$ cat src/isa_pkg.sv
// ====================
// MIPS32 encodings for the integer ALU subset only
// no branch, load/store, mul/div or CP0 codes are defined
// boot address follows the usual MIPS reset vector
// ====================
`default_nettype none

package isa_pkg;

    localparam logic [31:0] RESET_PC = 32'hBFC0_0000;

    // major opcodes
    localparam logic [5:0] OP_SPECIAL = 6'b000000;
    localparam logic [5:0] OP_ADDIU   = 6'b001001;
    localparam logic [5:0] OP_SLTI    = 6'b001010;
    localparam logic [5:0] OP_SLTIU   = 6'b001011;
    localparam logic [5:0] OP_ANDI    = 6'b001100;
    localparam logic [5:0] OP_ORI     = 6'b001101;
    localparam logic [5:0] OP_XORI    = 6'b001110;
    localparam logic [5:0] OP_LUI     = 6'b001111;

    // funct field under OP_SPECIAL
    localparam logic [5:0] FN_SLL  = 6'b000000;
    localparam logic [5:0] FN_SRL  = 6'b000010;
    localparam logic [5:0] FN_SRA  = 6'b000011;
    localparam logic [5:0] FN_ADDU = 6'b100001;
    localparam logic [5:0] FN_SUBU = 6'b100011;
    localparam logic [5:0] FN_AND  = 6'b100100;
    localparam logic [5:0] FN_OR   = 6'b100101;
    localparam logic [5:0] FN_XOR  = 6'b100110;
    localparam logic [5:0] FN_NOR  = 6'b100111;
    localparam logic [5:0] FN_SLT  = 6'b101010;
    localparam logic [5:0] FN_SLTU = 6'b101011;

    typedef struct packed {
        logic [5:0] opcode;
        logic [4:0] rs;
        logic [4:0] rt;
        logic [4:0] rd;
        logic [4:0] shamt;
        logic [5:0] funct;
    } r_fields_t;

    typedef struct packed {
        logic [5:0]  opcode;
        logic [4:0]  rs;
        logic [4:0]  rt;
        logic [15:0] imm16;
    } i_fields_t;

    // same word, two field layouts
    typedef union packed {
        r_fields_t r;
        i_fields_t i;
    } instr_u;

    typedef enum logic [3:0] {
        ALU_ADDU, ALU_SUBU, ALU_AND, ALU_OR, ALU_XOR, ALU_NOR,
        ALU_SLT, ALU_SLTU, ALU_SLL, ALU_SRL, ALU_SRA, ALU_LUI
    } alu_op_e;

endpackage

`default_nettype wire
$ cat src/pipe_pkg.sv
// ====================
// stage-to-stage bundles of the 4-stage pipeline
// payload fields are only meaningful while valid is high
// depends on isa_pkg for the ALU op type
// ====================
`default_nettype none

package pipe_pkg;

    localparam int XLEN   = 32;
    localparam int REG_AW = 5;
    localparam int NREGS  = 32;

    typedef struct packed {
        logic            valid;
        logic [XLEN-1:0] pc;
        logic [XLEN-1:0] instr;
    } if_id_t;

    typedef struct packed {
        logic              valid;
        logic [XLEN-1:0]   pc;
        isa_pkg::alu_op_e  alu_op;
        logic [XLEN-1:0]   a;      // shamt for shifts
        logic [XLEN-1:0]   b;      // rt value or extended immediate
        logic [REG_AW-1:0] dst;
        logic              wr;
    } id_exe_t;

    typedef struct packed {
        logic              valid;
        logic [XLEN-1:0]   pc;
        logic [XLEN-1:0]   result;
        logic [REG_AW-1:0] dst;
        logic              wr;
    } exe_wb_t;

    typedef struct packed {
        logic              en;
        logic [REG_AW-1:0] num;
        logic [XLEN-1:0]   data;
    } rf_wr_t;

endpackage

`default_nettype wire

$ cat src/mycpu_top.sv
// ====================
// 4-stage MIPS32 integer core: fetch, decode, execute, write-back
// plain instruction port, PC advances only on inst_valid
// trace appears 2 cycles after the accepting edge
// ====================
`default_nettype none

module mycpu_top (
    input  logic         aclk,
    input  logic         rst,
    output logic [31:0]  inst_addr,
    input  logic [31:0]  inst_data,
    input  logic         inst_valid,
    output logic [31:0]  debug_wb_pc,
    output logic [31:0]  debug_wb_rf_wdata,
    output logic [3:0]   debug_wb_rf_wen,
    output logic [4:0]   debug_wb_rf_wnum
);

    pipe_pkg::if_id_t   if_id;
    pipe_pkg::id_exe_t  id_exe;
    pipe_pkg::exe_wb_t  exe_out;   // also the forwarding source
    pipe_pkg::rf_wr_t   rf_wr;

    fetch_stage u_fetch (
        .aclk       (aclk),
        .rst        (rst),
        .inst_data  (inst_data),
        .inst_valid (inst_valid),
        .inst_addr  (inst_addr),
        .if_id      (if_id)
    );

    decode_stage u_decode (
        .aclk    (aclk),
        .rst     (rst),
        .if_id   (if_id),
        .exe_out (exe_out),
        .rf_wr   (rf_wr),
        .id_exe  (id_exe)
    );

    alu_exe u_exe (
        .id_exe  (id_exe),
        .exe_out (exe_out)
    );

    wb_stage u_wb (
        .aclk              (aclk),
        .rst               (rst),
        .exe_out           (exe_out),
        .rf_wr             (rf_wr),
        .debug_wb_pc       (debug_wb_pc),
        .debug_wb_rf_wdata (debug_wb_rf_wdata),
        .debug_wb_rf_wen   (debug_wb_rf_wen),
        .debug_wb_rf_wnum  (debug_wb_rf_wnum)
    );

endmodule

`default_nettype wire

$ cat src/wb_stage.sv
// ====================
// write-back register and golden-trace outputs
// trace shows every valid instruction, wen is 0 when nothing is written
// reg file is written at the end of the trace cycle
// ====================
`default_nettype none

module wb_stage (
    input  logic                        aclk,
    input  logic                        rst,
    input  pipe_pkg::exe_wb_t           exe_out,
    output pipe_pkg::rf_wr_t            rf_wr,
    output logic [pipe_pkg::XLEN-1:0]   debug_wb_pc,
    output logic [pipe_pkg::XLEN-1:0]   debug_wb_rf_wdata,
    output logic [3:0]                  debug_wb_rf_wen,
    output logic [pipe_pkg::REG_AW-1:0] debug_wb_rf_wnum
);

    pipe_pkg::exe_wb_t wb_q;

    always_ff @(posedge aclk) begin
        if (rst) begin
            wb_q.valid <= 1'b0;
        end else begin
            wb_q.valid <= exe_out.valid;
        end
        wb_q.pc     <= exe_out.pc;
        wb_q.result <= exe_out.result;
        wb_q.dst    <= exe_out.dst;
        wb_q.wr     <= exe_out.wr;
    end

    assign rf_wr.en   = wb_q.valid & wb_q.wr;
    assign rf_wr.num  = wb_q.dst;
    assign rf_wr.data = wb_q.result;

    assign debug_wb_pc       = wb_q.pc;
    assign debug_wb_rf_wdata = wb_q.result;
    assign debug_wb_rf_wen   = {4{rf_wr.en}};  // all byte lanes or none
    assign debug_wb_rf_wnum  = wb_q.dst;

endmodule

`default_nettype wire

$ cat src/alu_exe.sv
// ====================
// combinational execute stage, no register
// shift amount comes in operand a, shifted value in b
// lui expects the immediate in b[15:0]
// ====================
`default_nettype none

module alu_exe (
    input  pipe_pkg::id_exe_t  id_exe,
    output pipe_pkg::exe_wb_t  exe_out
);

    logic [pipe_pkg::XLEN-1:0] a, b;
    logic [pipe_pkg::XLEN-1:0] result;
    logic [4:0]                sh;

    assign a  = id_exe.a;
    assign b  = id_exe.b;
    assign sh = a[4:0];

    always_comb begin
        case (id_exe.alu_op)
            isa_pkg::ALU_ADDU: result = a + b;   // no overflow trap
            isa_pkg::ALU_SUBU: result = a - b;
            isa_pkg::ALU_AND:  result = a & b;
            isa_pkg::ALU_OR:   result = a | b;
            isa_pkg::ALU_XOR:  result = a ^ b;
            isa_pkg::ALU_NOR:  result = ~(a | b);
            isa_pkg::ALU_SLT: begin
                result = {{(pipe_pkg::XLEN-1){1'b0}}, $signed(a) < $signed(b)};
            end
            isa_pkg::ALU_SLTU: begin
                result = {{(pipe_pkg::XLEN-1){1'b0}}, a < b};
            end
            isa_pkg::ALU_SLL:  result = b << sh;
            isa_pkg::ALU_SRL:  result = b >> sh;
            isa_pkg::ALU_SRA:  result = $signed(b) >>> sh;  // keeps sign bit
            isa_pkg::ALU_LUI:  result = {b[15:0], 16'h0000};
            default:           result = '0;
        endcase
    end

    // control and tags ride along unchanged
    always_comb begin
        exe_out.valid  = id_exe.valid;
        exe_out.pc     = id_exe.pc;
        exe_out.result = result;
        exe_out.dst    = id_exe.dst;
        exe_out.wr     = id_exe.wr;
    end

endmodule

`default_nettype wire

$ cat src/decode_stage.sv
// ====================
// field decode, operand select and decode-to-execute register
// forwards only from execute, write-back goes through the reg file
// unsupported encodings flow on with wr low
// ====================
`default_nettype none

module decode_stage (
    input  logic               aclk,
    input  logic               rst,
    input  pipe_pkg::if_id_t   if_id,
    input  pipe_pkg::exe_wb_t  exe_out,
    input  pipe_pkg::rf_wr_t   rf_wr,
    output pipe_pkg::id_exe_t  id_exe
);

    isa_pkg::instr_u                ins;
    isa_pkg::alu_op_e               alu_op;
    logic                           supported;
    logic                           use_imm;
    logic                           is_shift;
    logic [pipe_pkg::REG_AW-1:0]    dst;
    logic [pipe_pkg::XLEN-1:0]      imm_ext;
    logic [pipe_pkg::XLEN-1:0]      rs_rf, rt_rf;
    logic [pipe_pkg::XLEN-1:0]      rs_val, rt_val;

    // exe result wins over the reg file read
    function automatic logic [pipe_pkg::XLEN-1:0] fwd(
        input pipe_pkg::exe_wb_t           ex,
        input logic [pipe_pkg::REG_AW-1:0] num,
        input logic [pipe_pkg::XLEN-1:0]   rf_val
    );
        return (ex.valid && ex.wr && ex.dst == num) ? ex.result : rf_val;
    endfunction

    assign ins = if_id.instr;

    reg_file u_reg_file (
        .aclk    (aclk),
        .rs_num  (ins.r.rs),
        .rt_num  (ins.r.rt),
        .rf_wr   (rf_wr),
        .rs_data (rs_rf),
        .rt_data (rt_rf)
    );

    assign rs_val = fwd(exe_out, ins.r.rs, rs_rf);
    assign rt_val = fwd(exe_out, ins.r.rt, rt_rf);

    always_comb begin
        alu_op    = isa_pkg::ALU_ADDU;
        supported = 1'b1;
        use_imm   = 1'b1;
        is_shift  = 1'b0;
        dst       = ins.i.rt;                                   // I-type target
        imm_ext   = {{16{ins.i.imm16[15]}}, ins.i.imm16};       // sign-extend
        case (ins.r.opcode)
            isa_pkg::OP_SPECIAL: begin
                use_imm = 1'b0;
                dst     = ins.r.rd;
                case (ins.r.funct)
                    isa_pkg::FN_SLL:  begin alu_op = isa_pkg::ALU_SLL; is_shift = 1'b1; end
                    isa_pkg::FN_SRL:  begin alu_op = isa_pkg::ALU_SRL; is_shift = 1'b1; end
                    isa_pkg::FN_SRA:  begin alu_op = isa_pkg::ALU_SRA; is_shift = 1'b1; end
                    isa_pkg::FN_ADDU: alu_op = isa_pkg::ALU_ADDU;
                    isa_pkg::FN_SUBU: alu_op = isa_pkg::ALU_SUBU;
                    isa_pkg::FN_AND:  alu_op = isa_pkg::ALU_AND;
                    isa_pkg::FN_OR:   alu_op = isa_pkg::ALU_OR;
                    isa_pkg::FN_XOR:  alu_op = isa_pkg::ALU_XOR;
                    isa_pkg::FN_NOR:  alu_op = isa_pkg::ALU_NOR;
                    isa_pkg::FN_SLT:  alu_op = isa_pkg::ALU_SLT;
                    isa_pkg::FN_SLTU: alu_op = isa_pkg::ALU_SLTU;
                    default:          supported = 1'b0;
                endcase
            end
            isa_pkg::OP_ADDIU: alu_op = isa_pkg::ALU_ADDU;
            isa_pkg::OP_SLTI:  alu_op = isa_pkg::ALU_SLT;
            isa_pkg::OP_SLTIU: alu_op = isa_pkg::ALU_SLTU;
            // logical immediates are zero-extended
            isa_pkg::OP_ANDI:  begin alu_op = isa_pkg::ALU_AND; imm_ext[31:16] = '0; end
            isa_pkg::OP_ORI:   begin alu_op = isa_pkg::ALU_OR;  imm_ext[31:16] = '0; end
            isa_pkg::OP_XORI:  begin alu_op = isa_pkg::ALU_XOR; imm_ext[31:16] = '0; end
            isa_pkg::OP_LUI:   begin alu_op = isa_pkg::ALU_LUI; imm_ext[31:16] = '0; end
            default:           supported = 1'b0;
        endcase
    end

    always_ff @(posedge aclk) begin
        if (rst) begin
            id_exe.valid <= 1'b0;
        end else begin
            id_exe.valid <= if_id.valid;
        end
        id_exe.pc     <= if_id.pc;
        id_exe.alu_op <= alu_op;
        id_exe.a      <= is_shift ? {{(pipe_pkg::XLEN-5){1'b0}}, ins.r.shamt} : rs_val;
        id_exe.b      <= use_imm ? imm_ext : rt_val;
        id_exe.dst    <= dst;
        id_exe.wr     <= supported && (dst != '0);  // r0 never written
    end

endmodule

`default_nettype wire

$ cat src/reg_file.sv
// ====================
// 32 x 32 general registers, two read ports
// r0 always reads zero
// same-cycle write is visible on the read ports
// ====================
`default_nettype none

module reg_file (
    input  logic                        aclk,
    input  logic [pipe_pkg::REG_AW-1:0] rs_num,
    input  logic [pipe_pkg::REG_AW-1:0] rt_num,
    input  pipe_pkg::rf_wr_t            rf_wr,
    output logic [pipe_pkg::XLEN-1:0]   rs_data,
    output logic [pipe_pkg::XLEN-1:0]   rt_data
);

    logic [pipe_pkg::XLEN-1:0] regs [pipe_pkg::NREGS];

    always_ff @(posedge aclk) begin
        if (rf_wr.en && rf_wr.num != '0) begin
            regs[rf_wr.num] <= rf_wr.data;
        end
    end

    // write-through keeps distance-2 dependencies stall free
    assign rs_data = (rs_num == '0) ? '0 :
                     (rf_wr.en && rf_wr.num == rs_num) ? rf_wr.data : regs[rs_num];
    assign rt_data = (rt_num == '0) ? '0 :
                     (rf_wr.en && rf_wr.num == rt_num) ? rf_wr.data : regs[rt_num];

endmodule

`default_nettype wire

$ cat src/fetch_stage.sv
// ====================
// PC and fetch-to-decode register
// inst_data must hold the word at inst_addr while inst_valid is high
// no back-pressure, a missing word becomes a bubble
// ====================
`default_nettype none

module fetch_stage (
    input  logic                       aclk,
    input  logic                       rst,
    input  logic [pipe_pkg::XLEN-1:0]  inst_data,
    input  logic                       inst_valid,
    output logic [pipe_pkg::XLEN-1:0]  inst_addr,
    output pipe_pkg::if_id_t           if_id
);

    logic [pipe_pkg::XLEN-1:0] pc;

    always_ff @(posedge aclk) begin
        if (rst) begin
            pc          <= isa_pkg::RESET_PC;
            if_id.valid <= 1'b0;
        end else begin
            if_id.valid <= inst_valid;  // low means bubble
            if (inst_valid) begin
                pc <= pc + pipe_pkg::XLEN'(4);
            end
        end
        // payload captured on accept
        if (inst_valid) begin
            if_id.pc    <= pc;
            if_id.instr <= inst_data;
        end
    end

    assign inst_addr = pc;

endmodule

`default_nettype wire

$ cat config.mk
export PLATFORM = sky130hd
export DESIGN_NAME = mycpu_top
export DESIGN_NICKNAME = d
export VERILOG_FILES = /design/src/isa_pkg.sv /design/src/pipe_pkg.sv /design/src/mycpu_top.sv /design/src/wb_stage.sv /design/src/alu_exe.sv /design/src/decode_stage.sv /design/src/reg_file.sv /design/src/fetch_stage.sv
export SDC_FILE = /design/constraint.sdc
export NUM_CORES = 2
export LEC_CHECK = 0
export BUFFER_PORTS_ARGS = -buffer_cell sky130_fd_sc_hd__buf_2
export CAP_MARGIN = 20
export CORE_UTILIZATION = 63
export DETAILED_ROUTE_END_ITERATION = 12
export PLACE_DENSITY_LB_ADDON = 0.05
export SETUP_SLACK_MARGIN = 0.4
export SLEW_MARGIN = 10
export SYNTH_ARGS = -nofsm -noshare
export SYNTH_HDL_FRONTEND = slang
export SYNTH_SLANG_ARGS = --single-unit
export TNS_END_PERCENT = 20
$ cat constraint.sdc
create_clock -name aclk -period 4.8 [get_ports aclk]
set_input_delay 0.24 -clock aclk [delete_from_list [all_inputs] [get_ports aclk]]
set_output_delay 0.24 -clock aclk [all_outputs]
set_load 0.01 [all_outputs]
### After elaboration in Yosys (flattened, before gate mapping)

Memory sizes are Yosys's and may differ from the RTL's. A register that Yosys moved wholly into a read port is not among the register bits.
Index checks and enable logic that the tools add are counted.

* memories: 1
* flip-flop bits (word level): 275
* logic and storage cells: 102
* RAM bits: 1024
* output and inout port bits: 105

Memory list
* u_decode.u_reg_file.regs: words 32, bits a word 32, read ports 2, clocked after Yosys merged registers in 2, write ports 1, line reg_file.sv:17 `logic [pipe_pkg::XLEN-1:0] regs [pipe_pkg::NREGS];`

* bitwise operators: 5
* reductions and logical operators: 18
* multiplexer cells: 21
* shift-type cells: 3
* $lt $le $gt $ge: 2
* add/subtract/negate cells: 3
* equal/unequal tests: 32

Operators by type and width (number)
* 32-bit one-hot mux with 12 select lines: 1
* 32-bit two-way mux: 7
* 32-bit less-than comparator: 2
* 6-bit == test, second input constant: 8
* 6-bit by 4-bit == test with 1-bit output, second input constant: 7
* 4-bit one-hot mux with 10 select lines: 1
* 32-bit by 3-bit adder with 32-bit output, second input constant: 1
* 32-bit adder: 1
* 32-bit bitwise AND: 1
* 32-bit NOT: 1
* 32-bit OR: 1
* 32-bit by 5-bit << shifter with 32-bit output: 1
* 32-bit by 5-bit >> shifter with 32-bit output: 1
* 32-bit by 5-bit >>> shifter with 32-bit output: 1
* 32-bit subtractor: 1
* 32-bit bitwise XOR: 1
* 4-bit one-hot mux with 7 select lines: 1
* 5-bit == test: 4
* 5-bit two-way mux: 4
* 4-bit by 3-bit == test with 1-bit output, second input constant: 4
* 4-bit == test, second input constant: 4
* 16-bit two-way mux: 1
* 6-bit by 2-bit == test with 1-bit output, second input constant: 2
* 6-bit logical NOT: 2
* 13 further kinds: 26

### Depth between registers and ports, before layout

* word-level depth: 6
* depth in mapped cells: 16

### By module

From an unflattened synthesis, not the netlist that was laid out.

* cells, all modules: 4784
* area total of the unflattened synthesis: 66780.3 um2

Modules (own cells, without submodules)
* reg_file: cells each 2520, times used 1, sequential area each 30749.5 um2, area an instance 47869.7 um2
* alu_exe: cells each 1397, times used 1, sequential area each 0.0 um2, area an instance 9357.7 um2
* decode_stage: cells each 446, times used 1, sequential area each 2142.1 um2, area an instance 3918.8 um2
* fetch_stage: cells each 238, times used 1, sequential area each 2482.4 um2, area an instance 3367.0 um2
* wb_stage: cells each 183, times used 1, sequential area each 1421.4 um2, area an instance 2267.2 um2

### Worst setup path after synthesis

No wires, ideal clock.

* kind: register to register
* start point: register u_wb.wb_q (netlist bit u_wb.debug_wb_rf_wnum[2])
* end point: memory u_decode.u_reg_file.regs[6][0] (netlist name) (enable)
* data arrival time: 3.485 ns
* cell stages (with the launch flop): 4
* path slack: 0.854 ns
* library setup time: 0.461 ns
* required time: 4.339 ns
* buffers on the path: 1
* path through: dfxtp_1 -> clkbuf_1 -> or4b_2 -> nor3_1

* word-level cells in the longest chain between the ends: 4

Ends and longest elaborated chain
* start: declaration: line wb_stage.sv:19 `pipe_pkg::exe_wb_t wb_q;`
* 5-bit nonzero test: line reg_file.sv:20 `if (rf_wr.en && rf_wr.num != '0) begin`
* 1-bit logical AND: line reg_file.sv:20
* 1-bit two-way mux: line reg_file.sv:20
* 1-bit two-way mux (not written as such): line reg_file.sv:21 `regs[rf_wr.num] <= rf_wr.data;`
* end: declaration: line reg_file.sv:17

Several ways; a longest one is shown, not always the timed one.

### Worst setup path in the final report

* start point: register u_decode.id_exe[38] (netlist name)
* end point: register u_decode.id_exe[38] (netlist name)

* word-level cells in the longest chain between the ends: 5
* elaborated cells between the ends (all ways): 14
* classes of those cells: add/sub (2); order compare (2); shift (3); mux (3); bitwise (4)

Ends and longest elaborated chain
* branches (longest 2 deep; another with 32-bit subtractor)
* 32-bit one-hot mux with 12 select lines (*): line alu_exe.sv:22 `case (id_exe.alu_op)`
* 32-bit two-way mux (*): line decode_stage.sv:33 `return (ex.valid && ex.wr && ex.dst == num) ? ex.result : rf_val;`
* 5-bit two-way mux (*): line decode_stage.sv:96 `id_exe.a <= is_shift ? {{(pipe_pkg::XLEN-5){1'b0}}, ins.r.shamt} : rs_val;`

Mark *: on every way between the ends.
A chain may end at the register's enable or synchronous reset.

==> run metrics <==
Worst Hold Depth=2; R2R cell count=12; number of antenna violations at the first check in global routing=4; highest achievable clock rate=about 240 MHz; global routing usage on met3=0.09305; run status=finished, final reports clean; worst clock skew=~33 ps; worst-margin pin slew=between 1000 and 1500 ps; fin area=73710 um^2; cell type contributing the most total cell area after synthesis=sky130_fd_sc_hd__edfxtp_1; GRT overflow=0; Num CTS Buffers=about 130; CTS tree=done; root buffer selected by CTS=sky130_fd_sc_hd__clkbuf_16; synth cell count leaders=1086 x sky130_fd_sc_hd__edfxtp_1, 680 x sky130_fd_sc_hd__mux4_2, 226 x sky130_fd_sc_hd__nor2_1, 215 x sky130_fd_sc_hd__dfxtp_1, 210 x sky130_fd_sc_hd__nand2_1; Post-Synthesis Cells=roughly 4200; # DRC=0; most numerous cell in the Yosys netlist=sky130_fd_sc_hd__edfxtp_1; total power draw=approximately 33000 uW; Psw=just over 10000 uW; Die H=between 300 and 400 um; clock insertion delay at the later pin of the skew report=between 700 and 800 ps; antenna violation net count after detailed routing=0; cells taking the most area after synthesis=sky130_fd_sc_hd__edfxtp_1 49%, sky130_fd_sc_hd__mux4_2 23%, sky130_fd_sc_hd__dfxtp_1 6.5%, sky130_fd_sc_hd__ha_1 1.9%, sky130_fd_sc_hd__mux2i_1 1.8%; fillcell total=~6600; met2 usage in global routing=0.5873; met1 track demand over resource in global routing=0.5526; # hold bufs at CTS=34; average wire length per cell after detail routing=around 35 um; multi-input combinational cell area=~27000 um^2; startpoint-to-endpoint class of the critical path=reg -> reg; Distinct cells, synth=108; detailed-route wire length=roughly 200000 um; fraction of the cycle the final worst path needs=0.8605; # resized after CTS=0; final period demand of the worst path=~4100 ps; final-report max-slew violation count=0; layout cells sized above 1=0.3044; endpoint kind of the worst setup timing path=register; DR iter-0 viols=6664; number of register bits inferred by synthesis=between 1000 and 1500; power density over cell area=approximately 450 nW/um^2; instance area after placement=just under 70000 um^2; endpoint arrival time on the critical path=4710 ps; deepest level of the CTS H-tree=4; type of origin of the critical path=register; endpoint required time on the critical path=~5400 ps; worst-path fanout max=14; number of post-CTS setup repair buffers=0; detailed-router iteration count before antenna repair=6; placeable core region=around 100000 um^2; Clock Path Buffers=3; Rel. slew slack=0.2317; Row Count=about 120; via count=43350; hold violation count in the final report=0; number of global-route vias before repair=42260; layout-stage area growth over the synthesis result=11.62%; Sw Ratio=0.3087; Netlist Area Pre-Place=between 60000 and 70000 um^2; total negative slack=0 ps; Setup Viol. Count Final=0; Ys Warns=0; Placer Congestion=between 1 and 1.5; count of buffers from port buffering=135; fraction of synthesis flops using an asynchronous set or reset pin=0; IR drop worst, VDD=383.0 uV; clock sinks=around 1300; HPWL after detailed placement=129300 um; maximum number of pins on one net before global-route repair=77; effective utilization at floorplan=0.6371; Pint=23100 uW; register-to-register setup slack=about 670 ps; synthesized area per cell=15.80 um^2; EDFF count, synth=between 1000 and 1500; Final nets=about 4500; total global-route track usage=0.3901; post-detailed-route via-to-cell ratio=7.466; P_leak=about 0.025 uW; clock transition at the registers of the reported paths=approximately 60 ps; top_reg_cell synth=sky130_fd_sc_hd__edfxtp_1; class of the tightest hold or removal check=in -> reg; Max Cap Viol=0; sequential cell area in the final layout=~37000 um^2; global-route wire length before repair=roughly 300000 um; clock share of power=0.319; RSZ-0062 raised after global routing=no; Ports=between 100 and 150; die area=106100 um^2; most used routing layer in global routing=met2; share of total power in combinational logic=0.247; part of the power in registers=0.434; top cell type's share of synthesized area=0.4939; Die X=roughly 330 um; sequential-to-total area share from yosys stat=0.5591
worst max-delay path: stages, from the launching register on:
cell and delay, ps:
sky130_fd_sc_hd__dfxtp_4 480, sky130_fd_sc_hd__inv_1 220, sky130_fd_sc_hd__ha_1 320, sky130_fd_sc_hd__fa_1 430, sky130_fd_sc_hd__nor2_1 170, sky130_fd_sc_hd__o311ai_1 100, sky130_fd_sc_hd__buf_4 170, sky130_fd_sc_hd__a211oi_1 350
sky130_fd_sc_hd__o2111ai_1 270, sky130_fd_sc_hd__a21boi_1 430, sky130_fd_sc_hd__o21bai_1 190, sky130_fd_sc_hd__a311oi_1 620, sky130_fd_sc_hd__o21ai_0 220
worst paths after layout:
path | from | end
min | inst_data[12] | u_fetch.if_id[12]$_DFFE_PP_
max reg2reg | u_decode.id_exe[38]$_DFF_P_ | u_decode.id_exe[38]$_DFF_P_
min reg2reg | u_decode.id_exe[90]$_DFF_P_ | u_wb.debug_wb_pc[16]$_DFF_P_
max | u_decode.id_exe[38]$_DFF_P_ | u_decode.id_exe[38]$_DFF_P_
stage by stage:
step	std cells	util	hold WS, ps	setup slack [ps]
6_report	5806	0.7111	199.6	669.7
5_1_grt	5805	0.7111	208.8	523.9
4_1_cts	5798	0.7099	168.6	776.0
3_5_place_dp	5526	0.6633	312.1	793.5
3_3_place_gp	5524	0.6629	310.2	812.1
2_1_floorplan	4213	-	309.6	853.9
cell type report:
cell class              count  share of cell area
repair buffers            354             0.03962
well taps                1380             0.02343
clock inverters            70             0.01182
clock buffers             168             0.04908
multi-input cells        2402              0.3679
flip-flops and latches   1301              0.5015
inverters                 130            0.006620
diodes                      1          0.00003395
cell families (layout without fill, tap and decap cells):
logic type	Yosys count	count (layout)	synth area share
AO/OA/AOI/OAI	683	683	0.07093
XOR/XNOR	49	49	0.006499
adder cells (fa/ha/maj)	104	104	0.01993
buffers and inverters	510	722	0.03653
flip-flops	1301	1301	0.5591
multiplexers	852	852	0.2594
other	1	37	0.00005679
AND/OR/NAND/NOR	678	678	0.04760
power by group through the flow:
| stage | clock network, uW | logic, uW | registers, uW |
|---|---|---|---|
| floorplan | 0 | 4880 | 15000 |
| global route | 11100 | 8680 | 14500 |
| CTS | 10700 | 7700 | 14700 |
| finish | 10700 | 8250 | 14500 |
| global placement | 0 | 7570 | 15000 |
| detailed placement | 0 | 7660 | 15000 |
cells in the final DEF, fill, tap and decap left out, drive strengths merged, types with 17 or more instances in the layout:
cell type / n
a21o: 19
nor2: 226
dfxtp: 215
edfxtp: 1086
o221ai: 26
ha: 102
clkinv: 46
nand2b: 18
buf: 318
or3: 17
a22oi: 30
dlygate4sd3: 34
mux4: 680
nand4: 18
and3: 19
o211ai: 27
conb: 36
clkbuf: 170
o21ai: 180
a21oi: 150
xnor2: 17
mux2: 48
a211oi: 34
nand3: 52
xor2: 32
inv: 133
mux2i: 124
a221oi: 25
nor3: 40
o22ai: 30
nand2: 210
state kept, by name (all words and copies together), names as in the netlist, named ones only:
| signal | cells |
|---|---|
| u_decode.id_exe | 105 |
| u_decode.u_reg_file.regs | 1024 |
| u_wb.debug_wb_pc | 30 |
| u_fetch.inst_addr | 30 |
| u_fetch.if_id | 63 |
| u_wb.debug_wb_rf_wdata | 32 |
| u_wb.debug_wb_rf_wnum | 5 |
| u_wb.wb_q | 2 |
metal layers:
metal | share of wire | up-vias
met5 | 0 | -
met4 | 0.046 | 0
met3 | 0.13 | 581
met2 | 0.46 | 3429
met1 | 0.37 | 22070
li1 | - | 17270
Note: power is estimated with default switching activity, not from simulation.
